--- src/design/cp0_settings.svh ---
`ifndef CP0_SETTINGS_SVH
`define CP0_SETTINGS_SVH

// Register numbers
`define CP0_INDEX           5'd0
`define CP0_RANDOM          5'd1
`define CP0_ENTRYLO0        5'd2
`define CP0_ENTRYLO1        5'd3
`define CP0_CONTEXT         5'd4
`define CP0_PAGEMASK        5'd5
`define CP0_WIRED           5'd6
`define CP0_BADVADDR        5'd8
`define CP0_COUNT           5'd9
`define CP0_ENTRYHI         5'd10
`define CP0_COMPARE         5'd11
`define CP0_STATUS          5'd12
`define CP0_CAUSE           5'd13
`define CP0_EPC             5'd14
`define CP0_PRID            5'd15   // EBase at select 1
`define CP0_CONFIG          5'd16   // Config1 at select 1
`define CP0_ERROREPC        5'd30

// Software writable bits
`define CP0_INDEX_MASK      32'h0000_001F
`define CP0_ENTRYLO0_MASK   32'h03FF_FFFF
`define CP0_ENTRYLO1_MASK   32'h03FF_FFFF
`define CP0_CONTEXT_MASK    32'hFF80_0000
`define CP0_PAGEMASK_MASK   32'h01FF_E000
`define CP0_WIRED_MASK      32'h0000_001F
`define CP0_COUNT_MASK      32'hFFFF_FFFF
`define CP0_ENTRYHI_MASK    32'hFFFF_E0FF
`define CP0_COMPARE_MASK    32'hFFFF_FFFF
`define CP0_STATUS_MASK     32'h1040_FF03   // CU0, BEV, IM, EXL, IE
`define CP0_CAUSE_MASK      32'h00C0_0300   // IV, WP, IP1..IP0
`define CP0_EPC_MASK        32'hFFFF_FFFF
`define CP0_EBASE_MASK      32'h3FFF_F000
`define CP0_CONFIG_MASK     32'h0000_0007   // K0 only
`define CP0_ERROREPC_MASK   32'hFFFF_FFFF

// Reset and fixed values
`define CP0_STATUS_RESET    32'h0040_0000
`define CP0_PRID_VALUE      32'h0000_8001
`define CP0_EBASE_RESET     32'h8000_0000
`define CP0_CONFIG_RESET    32'h8000_0083
`define CP0_CONFIG1_RESET   32'h3E5B_2D80   // 32 TLB entries, 4-way 16B lines

// Exception vectors
`define CP0_BOOT_VECTOR     32'hBFC0_0380
`define CP0_EXC_OFFSET      32'h0000_0180

`endif

--- src/design/cp0Pkg.sv ---
package cp0Pkg;

    // Data word or full register value
    typedef logic [31:0] word;

    // Register number and select field of mtc0/mfc0
    typedef logic [4:0] regAddr;
    typedef logic [2:0] regSel;

    // Hardware interrupt lines IP7..IP2
    typedef logic [5:0] intVec;

    // Values of Cause.ExcCode
    typedef enum logic [4:0] {
        ExcInt  = 5'd0,
        ExcAdel = 5'd4,    // Address error on load or fetch
        ExcAdes = 5'd5,    // Address error on store
        ExcSys  = 5'd8,
        ExcBp   = 5'd9,
        ExcRi   = 5'd10,
        ExcOv   = 5'd12
    } excCode;

endpackage

--- src/design/cp0Regs.sv ---
`timescale 1ns/10ps
`include "cp0_settings.svh"

module cp0Regs (
    input  logic           clk,
    input  logic           rst,
    input  logic           wrEn0,
    input  logic           wrEn1,
    input  cp0Pkg::regAddr wrAddr0,
    input  cp0Pkg::regAddr wrAddr1,
    input  cp0Pkg::regSel  wrSel0,
    input  cp0Pkg::regSel  wrSel1,
    input  cp0Pkg::word    wrData0,
    input  cp0Pkg::word    wrData1,
    input  cp0Pkg::regAddr rdAddr0,
    input  cp0Pkg::regAddr rdAddr1,
    input  cp0Pkg::regSel  rdSel0,
    input  cp0Pkg::regSel  rdSel1,
    input  cp0Pkg::intVec  hwInt,
    input  logic           excTake,
    input  logic           excRecordEpc,
    input  logic           excLoadBad,
    input  logic           eretTake,
    input  cp0Pkg::excCode excCodeSel,
    input  cp0Pkg::word    excPc,
    input  cp0Pkg::word    excBadAddr,
    input  logic           excInDelaySlot,
    output cp0Pkg::word    rdData0,
    output cp0Pkg::word    rdData1,
    output cp0Pkg::word    status,
    output cp0Pkg::word    cause,
    output cp0Pkg::word    epc,
    output cp0Pkg::word    eBase,
    output logic           timerInt
);

    cp0Pkg::word indexReg;
    cp0Pkg::word entryLo0;
    cp0Pkg::word entryLo1;
    cp0Pkg::word contextReg;
    cp0Pkg::word pageMask;
    cp0Pkg::word wired;
    cp0Pkg::word badVAddr;
    cp0Pkg::word count;
    cp0Pkg::word entryHi;
    cp0Pkg::word compare;
    cp0Pkg::word statusReg;
    cp0Pkg::word causeReg;
    cp0Pkg::word epcReg;
    cp0Pkg::word eBaseReg;
    cp0Pkg::word configReg;
    cp0Pkg::word errorEpc;
    logic        divTick;    // Count advances when set

    function automatic cp0Pkg::word merge(input cp0Pkg::word old, input cp0Pkg::word data,
                                          input cp0Pkg::word mask);
        return (old & ~mask) | (data & mask);
    endfunction

    // One mtc0 port; the later call wins on the same register
    task automatic applyWrite(input logic en, input cp0Pkg::regAddr addr,
                              input cp0Pkg::regSel sel, input cp0Pkg::word data);
        if (en && sel == 3'd1 && addr == `CP0_PRID) begin
            eBaseReg <= merge(eBaseReg, data, `CP0_EBASE_MASK);
        end else if (en && sel == 3'd0) begin
            case (addr)
                `CP0_INDEX:    indexReg   <= merge(indexReg, data, `CP0_INDEX_MASK);
                `CP0_ENTRYLO0: entryLo0   <= merge(entryLo0, data, `CP0_ENTRYLO0_MASK);
                `CP0_ENTRYLO1: entryLo1   <= merge(entryLo1, data, `CP0_ENTRYLO1_MASK);
                `CP0_CONTEXT:  contextReg <= merge(contextReg, data, `CP0_CONTEXT_MASK);
                `CP0_PAGEMASK: pageMask   <= merge(pageMask, data, `CP0_PAGEMASK_MASK);
                `CP0_WIRED:    wired      <= merge(wired, data, `CP0_WIRED_MASK);
                `CP0_COUNT:    count      <= merge(count, data, `CP0_COUNT_MASK);
                `CP0_ENTRYHI:  entryHi    <= merge(entryHi, data, `CP0_ENTRYHI_MASK);
                `CP0_COMPARE: begin
                    compare      <= merge(compare, data, `CP0_COMPARE_MASK);
                    causeReg[30] <= 1'b0;    // Acknowledge timer
                end
                `CP0_STATUS:   statusReg  <= merge(statusReg, data, `CP0_STATUS_MASK);
                `CP0_CAUSE: begin
                    causeReg[23:22] <= data[23:22];    // IV, WP
                    causeReg[9:8]   <= data[9:8];      // IP1..IP0
                end
                `CP0_EPC:      epcReg     <= merge(epcReg, data, `CP0_EPC_MASK);
                `CP0_CONFIG:   configReg  <= merge(configReg, data, `CP0_CONFIG_MASK);
                `CP0_ERROREPC: errorEpc   <= merge(errorEpc, data, `CP0_ERROREPC_MASK);
                default: ;
            endcase
        end
    endtask

    always_ff @(posedge clk) begin
        if (rst) begin
            statusReg <= `CP0_STATUS_RESET;
            causeReg  <= '0;
            count     <= '0;
            divTick   <= 1'b0;
            compare   <= '1;    // Far from Count after reset
            eBaseReg  <= `CP0_EBASE_RESET;
            configReg <= `CP0_CONFIG_RESET;
        end else begin
            divTick         <= ~divTick;
            count           <= count + {31'd0, divTick};
            causeReg[15:10] <= hwInt;
            if (count == compare) begin
                causeReg[30] <= 1'b1;
            end
            if (!excTake && !eretTake) begin
                applyWrite(wrEn1, wrAddr1, wrSel1, wrData1);
                applyWrite(wrEn0, wrAddr0, wrSel0, wrData0);
            end
            if (excTake) begin
                statusReg[1] <= 1'b1;
                if (excRecordEpc) begin
                    epcReg         <= excInDelaySlot ? excPc - 32'd4 : excPc;
                    causeReg[31]   <= excInDelaySlot;
                    causeReg[6:2]  <= excCodeSel;
                end
                if (excLoadBad) begin
                    badVAddr <= excBadAddr;
                end
            end
            if (eretTake) begin
                statusReg[1] <= 1'b0;
            end
        end
    end

    function automatic cp0Pkg::word readReg(input cp0Pkg::regAddr addr,
                                            input cp0Pkg::regSel sel);
        cp0Pkg::word value;
        value = '0;
        if (sel == 3'd0) begin
            case (addr)
                `CP0_INDEX:    value = indexReg;
                `CP0_ENTRYLO0: value = entryLo0;
                `CP0_ENTRYLO1: value = entryLo1;
                `CP0_CONTEXT:  value = contextReg;
                `CP0_PAGEMASK: value = pageMask;
                `CP0_WIRED:    value = wired;
                `CP0_BADVADDR: value = badVAddr;
                `CP0_COUNT:    value = count;
                `CP0_ENTRYHI:  value = entryHi;
                `CP0_COMPARE:  value = compare;
                `CP0_STATUS:   value = statusReg;
                `CP0_CAUSE:    value = causeReg;
                `CP0_EPC:      value = epcReg;
                `CP0_PRID:     value = `CP0_PRID_VALUE;
                `CP0_CONFIG:   value = configReg;
                `CP0_ERROREPC: value = errorEpc;
                default:       value = '0;
            endcase
        end else if (sel == 3'd1) begin
            if (addr == `CP0_PRID) begin
                value = eBaseReg;
            end else if (addr == `CP0_CONFIG) begin
                value = `CP0_CONFIG1_RESET;    // Config1 is read-only
            end
        end
        return value;
    endfunction

    always_comb begin
        rdData0 = readReg(rdAddr0, rdSel0);
        rdData1 = readReg(rdAddr1, rdSel1);
    end

    assign status   = statusReg;
    assign cause    = causeReg;
    assign epc      = epcReg;
    assign eBase    = eBaseReg;
    assign timerInt = causeReg[30];

endmodule

--- src/design/exceptionUnit.sv ---
`timescale 1ns/10ps
`include "cp0_settings.svh"

module exceptionUnit (
    input  logic           clk,
    input  logic           rst,
    input  logic           commitValid,
    input  logic           commitInDelaySlot,
    input  cp0Pkg::word    commitPc,
    input  cp0Pkg::word    commitBadAddr,
    input  logic           reqAdel,
    input  logic           reqAdes,
    input  logic           reqRi,
    input  logic           reqSys,
    input  logic           reqBp,
    input  logic           reqOv,
    input  logic           reqEret,
    input  cp0Pkg::word    status,
    input  cp0Pkg::word    cause,
    input  cp0Pkg::word    epc,
    input  cp0Pkg::word    eBase,
    output logic           excTake,
    output logic           excRecordEpc,
    output logic           excLoadBad,
    output logic           eretTake,
    output cp0Pkg::excCode excCodeSel,
    output logic           flush,
    output cp0Pkg::word    redirectPc
);

    logic        intPending;
    cp0Pkg::word excVector;

    // IE set, EXL clear, some unmasked IP line
    assign intPending = status[0] && !status[1] && (|(cause[15:8] & status[15:8]));

    always_comb begin
        excTake    = commitValid;
        excLoadBad = 1'b0;
        excCodeSel = cp0Pkg::ExcInt;
        if (intPending) begin
            excCodeSel = cp0Pkg::ExcInt;
        end else if (reqAdel) begin
            excCodeSel = cp0Pkg::ExcAdel;
            excLoadBad = commitValid;
        end else if (reqAdes) begin
            excCodeSel = cp0Pkg::ExcAdes;
            excLoadBad = commitValid;
        end else if (reqRi) begin
            excCodeSel = cp0Pkg::ExcRi;
        end else if (reqSys) begin
            excCodeSel = cp0Pkg::ExcSys;
        end else if (reqBp) begin
            excCodeSel = cp0Pkg::ExcBp;
        end else if (reqOv) begin
            excCodeSel = cp0Pkg::ExcOv;
        end else begin
            excTake = 1'b0;
        end
    end

    assign excRecordEpc = excTake && !status[1];    // Nested ones keep EPC
    assign eretTake     = commitValid && reqEret && !excTake;

    assign excVector = status[22] ? `CP0_BOOT_VECTOR
                                  : {eBase[31:12], 12'h000} + `CP0_EXC_OFFSET;

    always_ff @(posedge clk) begin
        if (rst) begin
            flush <= 1'b0;
        end else begin
            flush <= excTake || eretTake;
        end
    end

    always_ff @(posedge clk) begin
        if (excTake) begin
            redirectPc <= excVector;
        end else if (eretTake) begin
            redirectPc <= epc;
        end
    end

endmodule

--- src/design/cp0Top.sv ---
`timescale 1ns/10ps

module cp0Top (
    input  logic           clk,
    input  logic           rst,
    input  logic           wrEn0,
    input  logic           wrEn1,
    input  cp0Pkg::regAddr wrAddr0,
    input  cp0Pkg::regAddr wrAddr1,
    input  cp0Pkg::regSel  wrSel0,
    input  cp0Pkg::regSel  wrSel1,
    input  cp0Pkg::word    wrData0,
    input  cp0Pkg::word    wrData1,
    input  cp0Pkg::regAddr rdAddr0,
    input  cp0Pkg::regAddr rdAddr1,
    input  cp0Pkg::regSel  rdSel0,
    input  cp0Pkg::regSel  rdSel1,
    output cp0Pkg::word    rdData0,
    output cp0Pkg::word    rdData1,
    input  cp0Pkg::intVec  hwInt,
    input  logic           commitValid,
    input  logic           commitInDelaySlot,
    input  cp0Pkg::word    commitPc,
    input  cp0Pkg::word    commitBadAddr,
    input  logic           reqAdel,
    input  logic           reqAdes,
    input  logic           reqRi,
    input  logic           reqSys,
    input  logic           reqBp,
    input  logic           reqOv,
    input  logic           reqEret,
    output logic           flush,
    output cp0Pkg::word    redirectPc,
    output logic           timerInt,
    output cp0Pkg::word    statusOut
);

    logic           excTake;
    logic           excRecordEpc;
    logic           excLoadBad;
    logic           eretTake;
    cp0Pkg::excCode excCodeSel;
    cp0Pkg::word    cause;
    cp0Pkg::word    epc;
    cp0Pkg::word    eBase;

    cp0Regs regs (
        .clk(clk), .rst(rst),
        .wrEn0(wrEn0), .wrEn1(wrEn1), .wrAddr0(wrAddr0), .wrAddr1(wrAddr1),
        .wrSel0(wrSel0), .wrSel1(wrSel1), .wrData0(wrData0), .wrData1(wrData1),
        .rdAddr0(rdAddr0), .rdAddr1(rdAddr1), .rdSel0(rdSel0), .rdSel1(rdSel1),
        .hwInt(hwInt),
        .excTake(excTake), .excRecordEpc(excRecordEpc), .excLoadBad(excLoadBad),
        .eretTake(eretTake), .excCodeSel(excCodeSel),
        .excPc(commitPc), .excBadAddr(commitBadAddr), .excInDelaySlot(commitInDelaySlot),
        .rdData0(rdData0), .rdData1(rdData1),
        .status(statusOut), .cause(cause), .epc(epc), .eBase(eBase),
        .timerInt(timerInt)
    );

    exceptionUnit excUnit (
        .clk(clk), .rst(rst),
        .commitValid(commitValid), .commitInDelaySlot(commitInDelaySlot),
        .commitPc(commitPc), .commitBadAddr(commitBadAddr),
        .reqAdel(reqAdel), .reqAdes(reqAdes), .reqRi(reqRi), .reqSys(reqSys),
        .reqBp(reqBp), .reqOv(reqOv), .reqEret(reqEret),
        .status(statusOut), .cause(cause), .epc(epc), .eBase(eBase),
        .excTake(excTake), .excRecordEpc(excRecordEpc), .excLoadBad(excLoadBad),
        .eretTake(eretTake), .excCodeSel(excCodeSel),
        .flush(flush), .redirectPc(redirectPc)
    );

endmodule

--- config.mk ---
export PLATFORM = sky130hd
export DESIGN_NAME = cp0Top
export DESIGN_NICKNAME = d
export VERILOG_FILES = /design/src/design/cp0Pkg.sv /design/src/design/cp0Regs.sv /design/src/design/exceptionUnit.sv /design/src/design/cp0Top.sv
export VERILOG_INCLUDE_DIRS = /design/src /design/src/design
export SDC_FILE = /design/constraint.sdc
export NUM_CORES = 1
export LEC_CHECK = 0
export ABC_AREA = 1
export BUFFER_PORTS_ARGS = -buffer_cell sky130_fd_sc_hd__buf_4
export CAP_MARGIN = 30
export CORE_MARGIN = 1
export CORE_UTILIZATION = 30
export DETAILED_ROUTE_END_ITERATION = 16
export HOLD_SLACK_MARGIN = 0.12
export PLACE_DENSITY = 0.48
export SYNTH_ARGS = -nofsm -noshare
export SYNTH_HDL_FRONTEND = slang
export SYNTH_SLANG_ARGS = --single-unit
--- constraint.sdc ---
create_clock -name clk -period 3.7 [get_ports clk]
set_input_delay 0.185 -clock clk [delete_from_list [all_inputs] [get_ports clk]]
set_output_delay 0.185 -clock clk [all_outputs]
set_load 0.02 [all_outputs]
==> out/qor.txt, run 1 <==
Outcome - completed
M3 GR Usage - 9.00%
Launch point of the worst reg-to-reg path - regs.status[15]$_SDFFE_PP0P_
Synth area leaders - edfxtp_1, nand2_1, dfxtp_1
First-pass GRT wire length - 197000 um
Largest net degree at the start of global routing - 66
Nets - 4445
Worst Skew - 0.0254 ns
Drt via density - 5.46
WP data required - 4.24 ns
Row count - 106
Final hold viol count - 0
Vias in the first global route - 26256
Hold_sp - commitPc[4]
TritonCTS clock tree - yes
Final WL - 141000 um
DR pass1 iterations - 7
Clock sinks - 353
Synth Cell Area - 25500 sq um
Fin crit share - 83.2%
Mean post-synth cell area - 6.58 sq um
Slew headroom - 28.3%
Most frequent cell after synthesis - nand2_1
Final Util - 38.1%
DP Worst Slack - 0.915 ns
Synth-to-layout area growth - 25.0%
Async SR Flop Fraction - 0%
Clock-pin slew on the worst setup and hold paths - 0.06 ns
EDFF count, synth - 238
Final instance area - 31900 sq um
Final HPWL DP - 105000 um
GR Util met2 - 45.1%
DRC - 0
Sequential area share after synthesis - 37.0%
Crit path kind - reg -> reg
Die X - 294 um
Most used DFF post-synth - edfxtp_1
Core box area - 84000 sq um
Initial antenna violation count - 5
Fin crit period - 3.08 ns
Final RePlAce weighted congestion - 1.03
I/O Buffers - 288
Dpl cell area - 29000 sq um
Total CTS buffers - 46
Root Buffer - clkbuf_16
Dominant cell type by area after synthesis - edfxtp_1
Clock tree buffer depth - 3
R2r setup slk - 0.62 ns
CP Max Fanout - 65
# setup viols final - 0
Setup TNS - 0 ns
FILL cells - 9047
R2R Path End - regs.status[1]$_SDFFE_PP0P_
Final-report max-slew violation count - 0
Final setup margin - 0.622 ns
Synth cell types - 41
Busiest grt layer - met1
Full die area - 86300 sq um
Design Power - 0.0108 W
Synthesized flop and latch total - 353
P_leak - 14.3 nW
Layout cells sized above 1 - 11.9%
Peak Freq - 0.325 GHz
Hold Crit Class - in -> reg
Yosys warnings - 0
Maximum vdd drop - 0.247 mV
GRT Util Overall - 31.8%
DIE HEIGHT - 294 um
GR Util met1 - 45.5%
Initial core utilization - 30.4%
Least-Margin Pin Slew - 1.07 ns
Via count - 29650
Hold path cells - 5
Antenna Nets Post-Route - 0
Most instantiated cells after synthesis - nand2_1, nor2_1, inv_1
WL per Instance - 26.0 um
Ports - 309
Initial DRC Count - 4601
CP arrival - 3.62 ns
CP Launch Type - flop
RSZ-0062 raised after global routing - false
# Post-CTS Setup Buffers - 0
FF-to-FF path depth - 12
Synth top area share - 28.0%
Max-Cap Viols - 0
Grt ovf - 0
Hold EP - regs.epc[4]$_DFFE_PN_
Post-Syn Instances - 3884
PwrDens - 338 nW/um^2
H-tree depth - 2
Clk_lat worst skew - 0.61 ns
CP Capture Type - flop
[registers in the layout, indices dropped and copies added, names as in the netlist, 27 cells and up]
name and cells:
regs.epc 32, regs.count 32, regs.errorEpc 32, excUnit.redirectPc 32, regs.entryHi 27, regs.compare 32, regs.badVAddr 32
[report_power, final]
part           internal [W]  leakage (nW)  switching [W]
registers           0.00439          3.19       0.000103
logic              0.000546          10.4        0.00113
clock network       0.00265         0.729        0.00197
total               0.00759          14.3        0.00321
[layer usage]
metal | routed length (um) | vias to the layer above
met5 | 13 | -
met4 | 5350 | 2
met3 | 18700 | 246
met2 | 57000 | 1961
met1 | 60300 | 13887
li1 | - | 13554
[how the worst max path moves through the flow]
stage / startpoint / to / slack [ns] / cells past startpoint
after floorplan: regs.status[9]$_SDFFE_PP0P_ / regs.badVAddr[0]$_DFFE_PP_ / 0.23 / 7
after global placement: rdAddr1[3] / rdData1[15] / 0.91 / 10
after detailed placement: rdAddr1[3] / rdData1[15] / 0.91 / 10
after CTS: regs.status[15]$_SDFFE_PP0P_ / regs.status[1]$_SDFFE_PP0P_ / 0.68 / 12
after global routing: regs.status[15]$_SDFFE_PP0P_ / regs.status[1]$_SDFFE_PP0P_ / 0.53 / 12
final: regs.status[15]$_SDFFE_PP0P_ / regs.status[1]$_SDFFE_PP0P_ / 0.62 / 12
[logic make-up (layout without fill, tap and decap cells)]
logic type	Yosys count	count (layout)	share of synthesized area [%]
simple gates	2001	2001	32.5
xor+xnor	48	48	1.65
buf+inv	703	1099	11.3
compound gates	761	761	16.8
fa+ha+maj	3	3	0.147
mux	14	14	0.617
other cells	1	21	0.0147
flops	353	353	37.0
[placed cells by master, fill, tap and decap left out, types with 115 or more instances in the layout]
master,n
nor2_1,492
edfxtp_1,238
nand2_1,1120
dlygate4sd3_1,147
nand3_1,185
o22ai_1,143
o21ai_0,281
inv_1,476
a21oi_1,203
dfxtp_1,115
buf_4,370
[worst max-delay path: stages, from the launching register on]
cell and delay, ns:
dfxtp_1 0.51, nand2_1 0.08, nand2_1 0.11, nor2_1 0.05
nand2_1 0.11, nand2_2 0.18, nand2_2 0.17, nand2_4 0.21
nand2_4 0.12, buf_4 0.65, inv_1 0.09, a31oi_1 0.14
dlygate4sd3_1 0.55
[area by class of cell]
type	count	area, sq um	area share, %
diodes	1	2.50	0.00783
clock buffers	68	1350	4.21
clock inverters	16	138	0.431
inverters	490	1850	5.78
multi-input cells	2847	13300	41.7
flip-flops and latches	353	9450	29.6
well taps	1134	1420	4.44
repair buffers	525	4420	13.8
[what timing repair did]
action                    in CTS  in global routing
hold buffers                 147                  0
hold endpoints to repair     234                  0
gates resized for setup        0                  0
[stage by stage]
stage               hold WS [ns]  cells
finish                     0.131   5434
global route               0.161   5433
CTS                        0.126   5433
detailed placement         0.365   5202
global placement           0.363   5200
floorplan                  0.284   3903
No activity file was read; power rests on OpenSTA's default activity.
==> inputs of run 2 (changes only) <==
PLACE_DENSITY = 0.49   (was 0.48)
clock period = 2.8 ns   (was 3.7 ns; I/O delays follow)
==> run 2 against run 1 <==
Core utilization rose by 0.66 points. Via count rose by 0.53%. Wire length rose by 0.85%. Critical endpoint is now regs.count[20]$_SDFF_PP0_. Largest power group unchanged.
==> out/qor.txt, run 2 (synthesized netlist as in run 1, its figures left out) <==
RSZ-0062 raised after global routing - false
Worst Skew - 0.0177 ns
Ports - 309
Vias in the first global route - 26650
Maximum vdd drop - 0.321 mV
H-tree depth - 2
Largest net degree at the start of global routing - 90
Clock tree buffer depth - 3
Slew headroom - 43.4%
Nets - 4497
Drt via density - 5.43
Commonest non-fill, non-tap cells in the layout - nand2_1, nor2_1, inv_1
Root Buffer - clkbuf_16
DP Worst Slack - 0.466 ns
Antenna Nets Post-Route - 0
Total CTS buffers - 46
Outcome - completed
Grt ovf - 0
Peak Freq - 0.388 GHz
DRC - 0
Final HPWL DP - 106000 um
Initial antenna violation count - 6
Final-report max-slew violation count - 0
# setup viols final - 0
Worst hold slack - 0.180 ns
First-pass GRT wire length - 200000 um
Core box area - 84000 sq um
PwrDens - 437 nW/um^2
Clk_lat worst skew - 0.61 ns
Final WL - 143000 um
Initial core utilization - 30.4%
Die X - 294 um
DR pass1 iterations - 6
Max-Cap Viols - 0
CP Launch Type - flop
CP Max Fanout - 5
Least-Margin Pin Slew - 0.848 ns
Fin crit period - 2.58 ns
TritonCTS clock tree - yes
Crit path kind - reg -> reg
CP Capture Type - flop
WP data required - 3.29 ns
Layout cells sized above 1 - 12.8%
Most common cell after layout, fill and taps aside - nand2_1
Placed cell count - 5241
Final RePlAce weighted congestion - 1.01
GRT Util Overall - 32.2%
Row count - 106
Synth-to-layout area growth - 27.2%
CP arrival - 3.07 ns
Fin crit share - 92.2%
Via count - 29807
Clock-pin slew on the worst setup and hold paths - 0.06 ns
I/O Buffers - 288
Full die area - 86300 sq um
Layout Cells excl Fill - 5488
DIE HEIGHT - 294 um
Initial DRC Count - 4658
Final hold viol count - 0
Hold Crit Class - in -> reg
Final setup margin - 0.220 ns
WL per Instance - 26.0 um
P_leak - 14.6 nW
Setup TNS - 0 ns
Clock sinks - 353
[run 2: metal layers]
metal / routed length (um) / share of wire (%) / global-route usage, %
met5: 8 / 0.0056 / 0
met3: 16700 / 12 / 6.79
met4: 4720 / 3.3 / 10.1
met1: 62500 / 44 / 47.5
met2: 58500 / 41 / 46.1
[run 2: stage by stage]
stage          util, %  area (sq um)  power, W
2_1_floorplan        -         25600   0.00697
3_3_place_gp      35.1         29400   0.00806
3_5_place_dp      35.1         29400   0.00805
4_1_cts           38.7         32500    0.0142
5_1_grt           38.7         32500    0.0146
6_report          38.7         32500    0.0142
[run 2: report_power, final]
| group | internal (W) | switching (W) | total, W | leakage (nW) |
|---|---|---|---|---|
| Combinational | 0.000754 | 0.00150 | 0.00226 | 10.7 |
| Sequential | 0.00581 | 0.000129 | 0.00593 | 3.19 |
| Clock | 0.00336 | 0.00264 | 0.00600 | 0.733 |
| Total | 0.00992 | 0.00428 | 0.0142 | 14.6 |
[run 2: cell type report]
type / instances / area [sq um]
well taps: 1134 / 1420
clock inverters: 22 / 149
fillers: 8941 / 51400
flip-flops and latches: 353 / 9450
multi-input cells: 2847 / 13300
diodes: 1 / 2.50
clock buffers: 64 / 1310
inverters: 490 / 1850
repair buffers: 577 / 4990
[run 2: critical path, stage by stage (launching register included)]
cell           delay (ns)
dfxtp_1              0.34
ha_1                 0.18
ha_1                 0.20
nand2_1              0.06
nor2_1               0.26
nand2_2              0.22
nor2_4               0.22
nand2_1              0.07
nand2_1              0.08
nand3_1              0.07
nand2_1              0.07
nand2_1              0.04
dlygate4sd3_1        0.55
nand2_1              0.06
nand2_1              0.04
[run 2: path summary, 6_finish.rpt]
path | start | to | slack [ns] | cells past startpoint
setup reg to reg | regs.divTick$_SDFF_PP0_ | regs.count[20]$_SDFF_PP0_ | 0.22 | 14
hold / removal | commitPc[22] | regs.epc[22]$_DFFE_PN_ | 0.18 | 5
hold reg to reg | regs.divTick$_SDFF_PP0_ | regs.divTick$_SDFF_PP0_ | 0.42 | 1
setup / recovery | regs.divTick$_SDFF_PP0_ | regs.count[20]$_SDFF_PP0_ | 0.22 | 14
[run 2: timing repair]
item                                    CTS  global route
endpoints found under the setup margin    0             1
gates resized for setup                   0             2
setup buffers                             0             0
hold buffers                            160             0
endpoints found under the hold margin   257             0
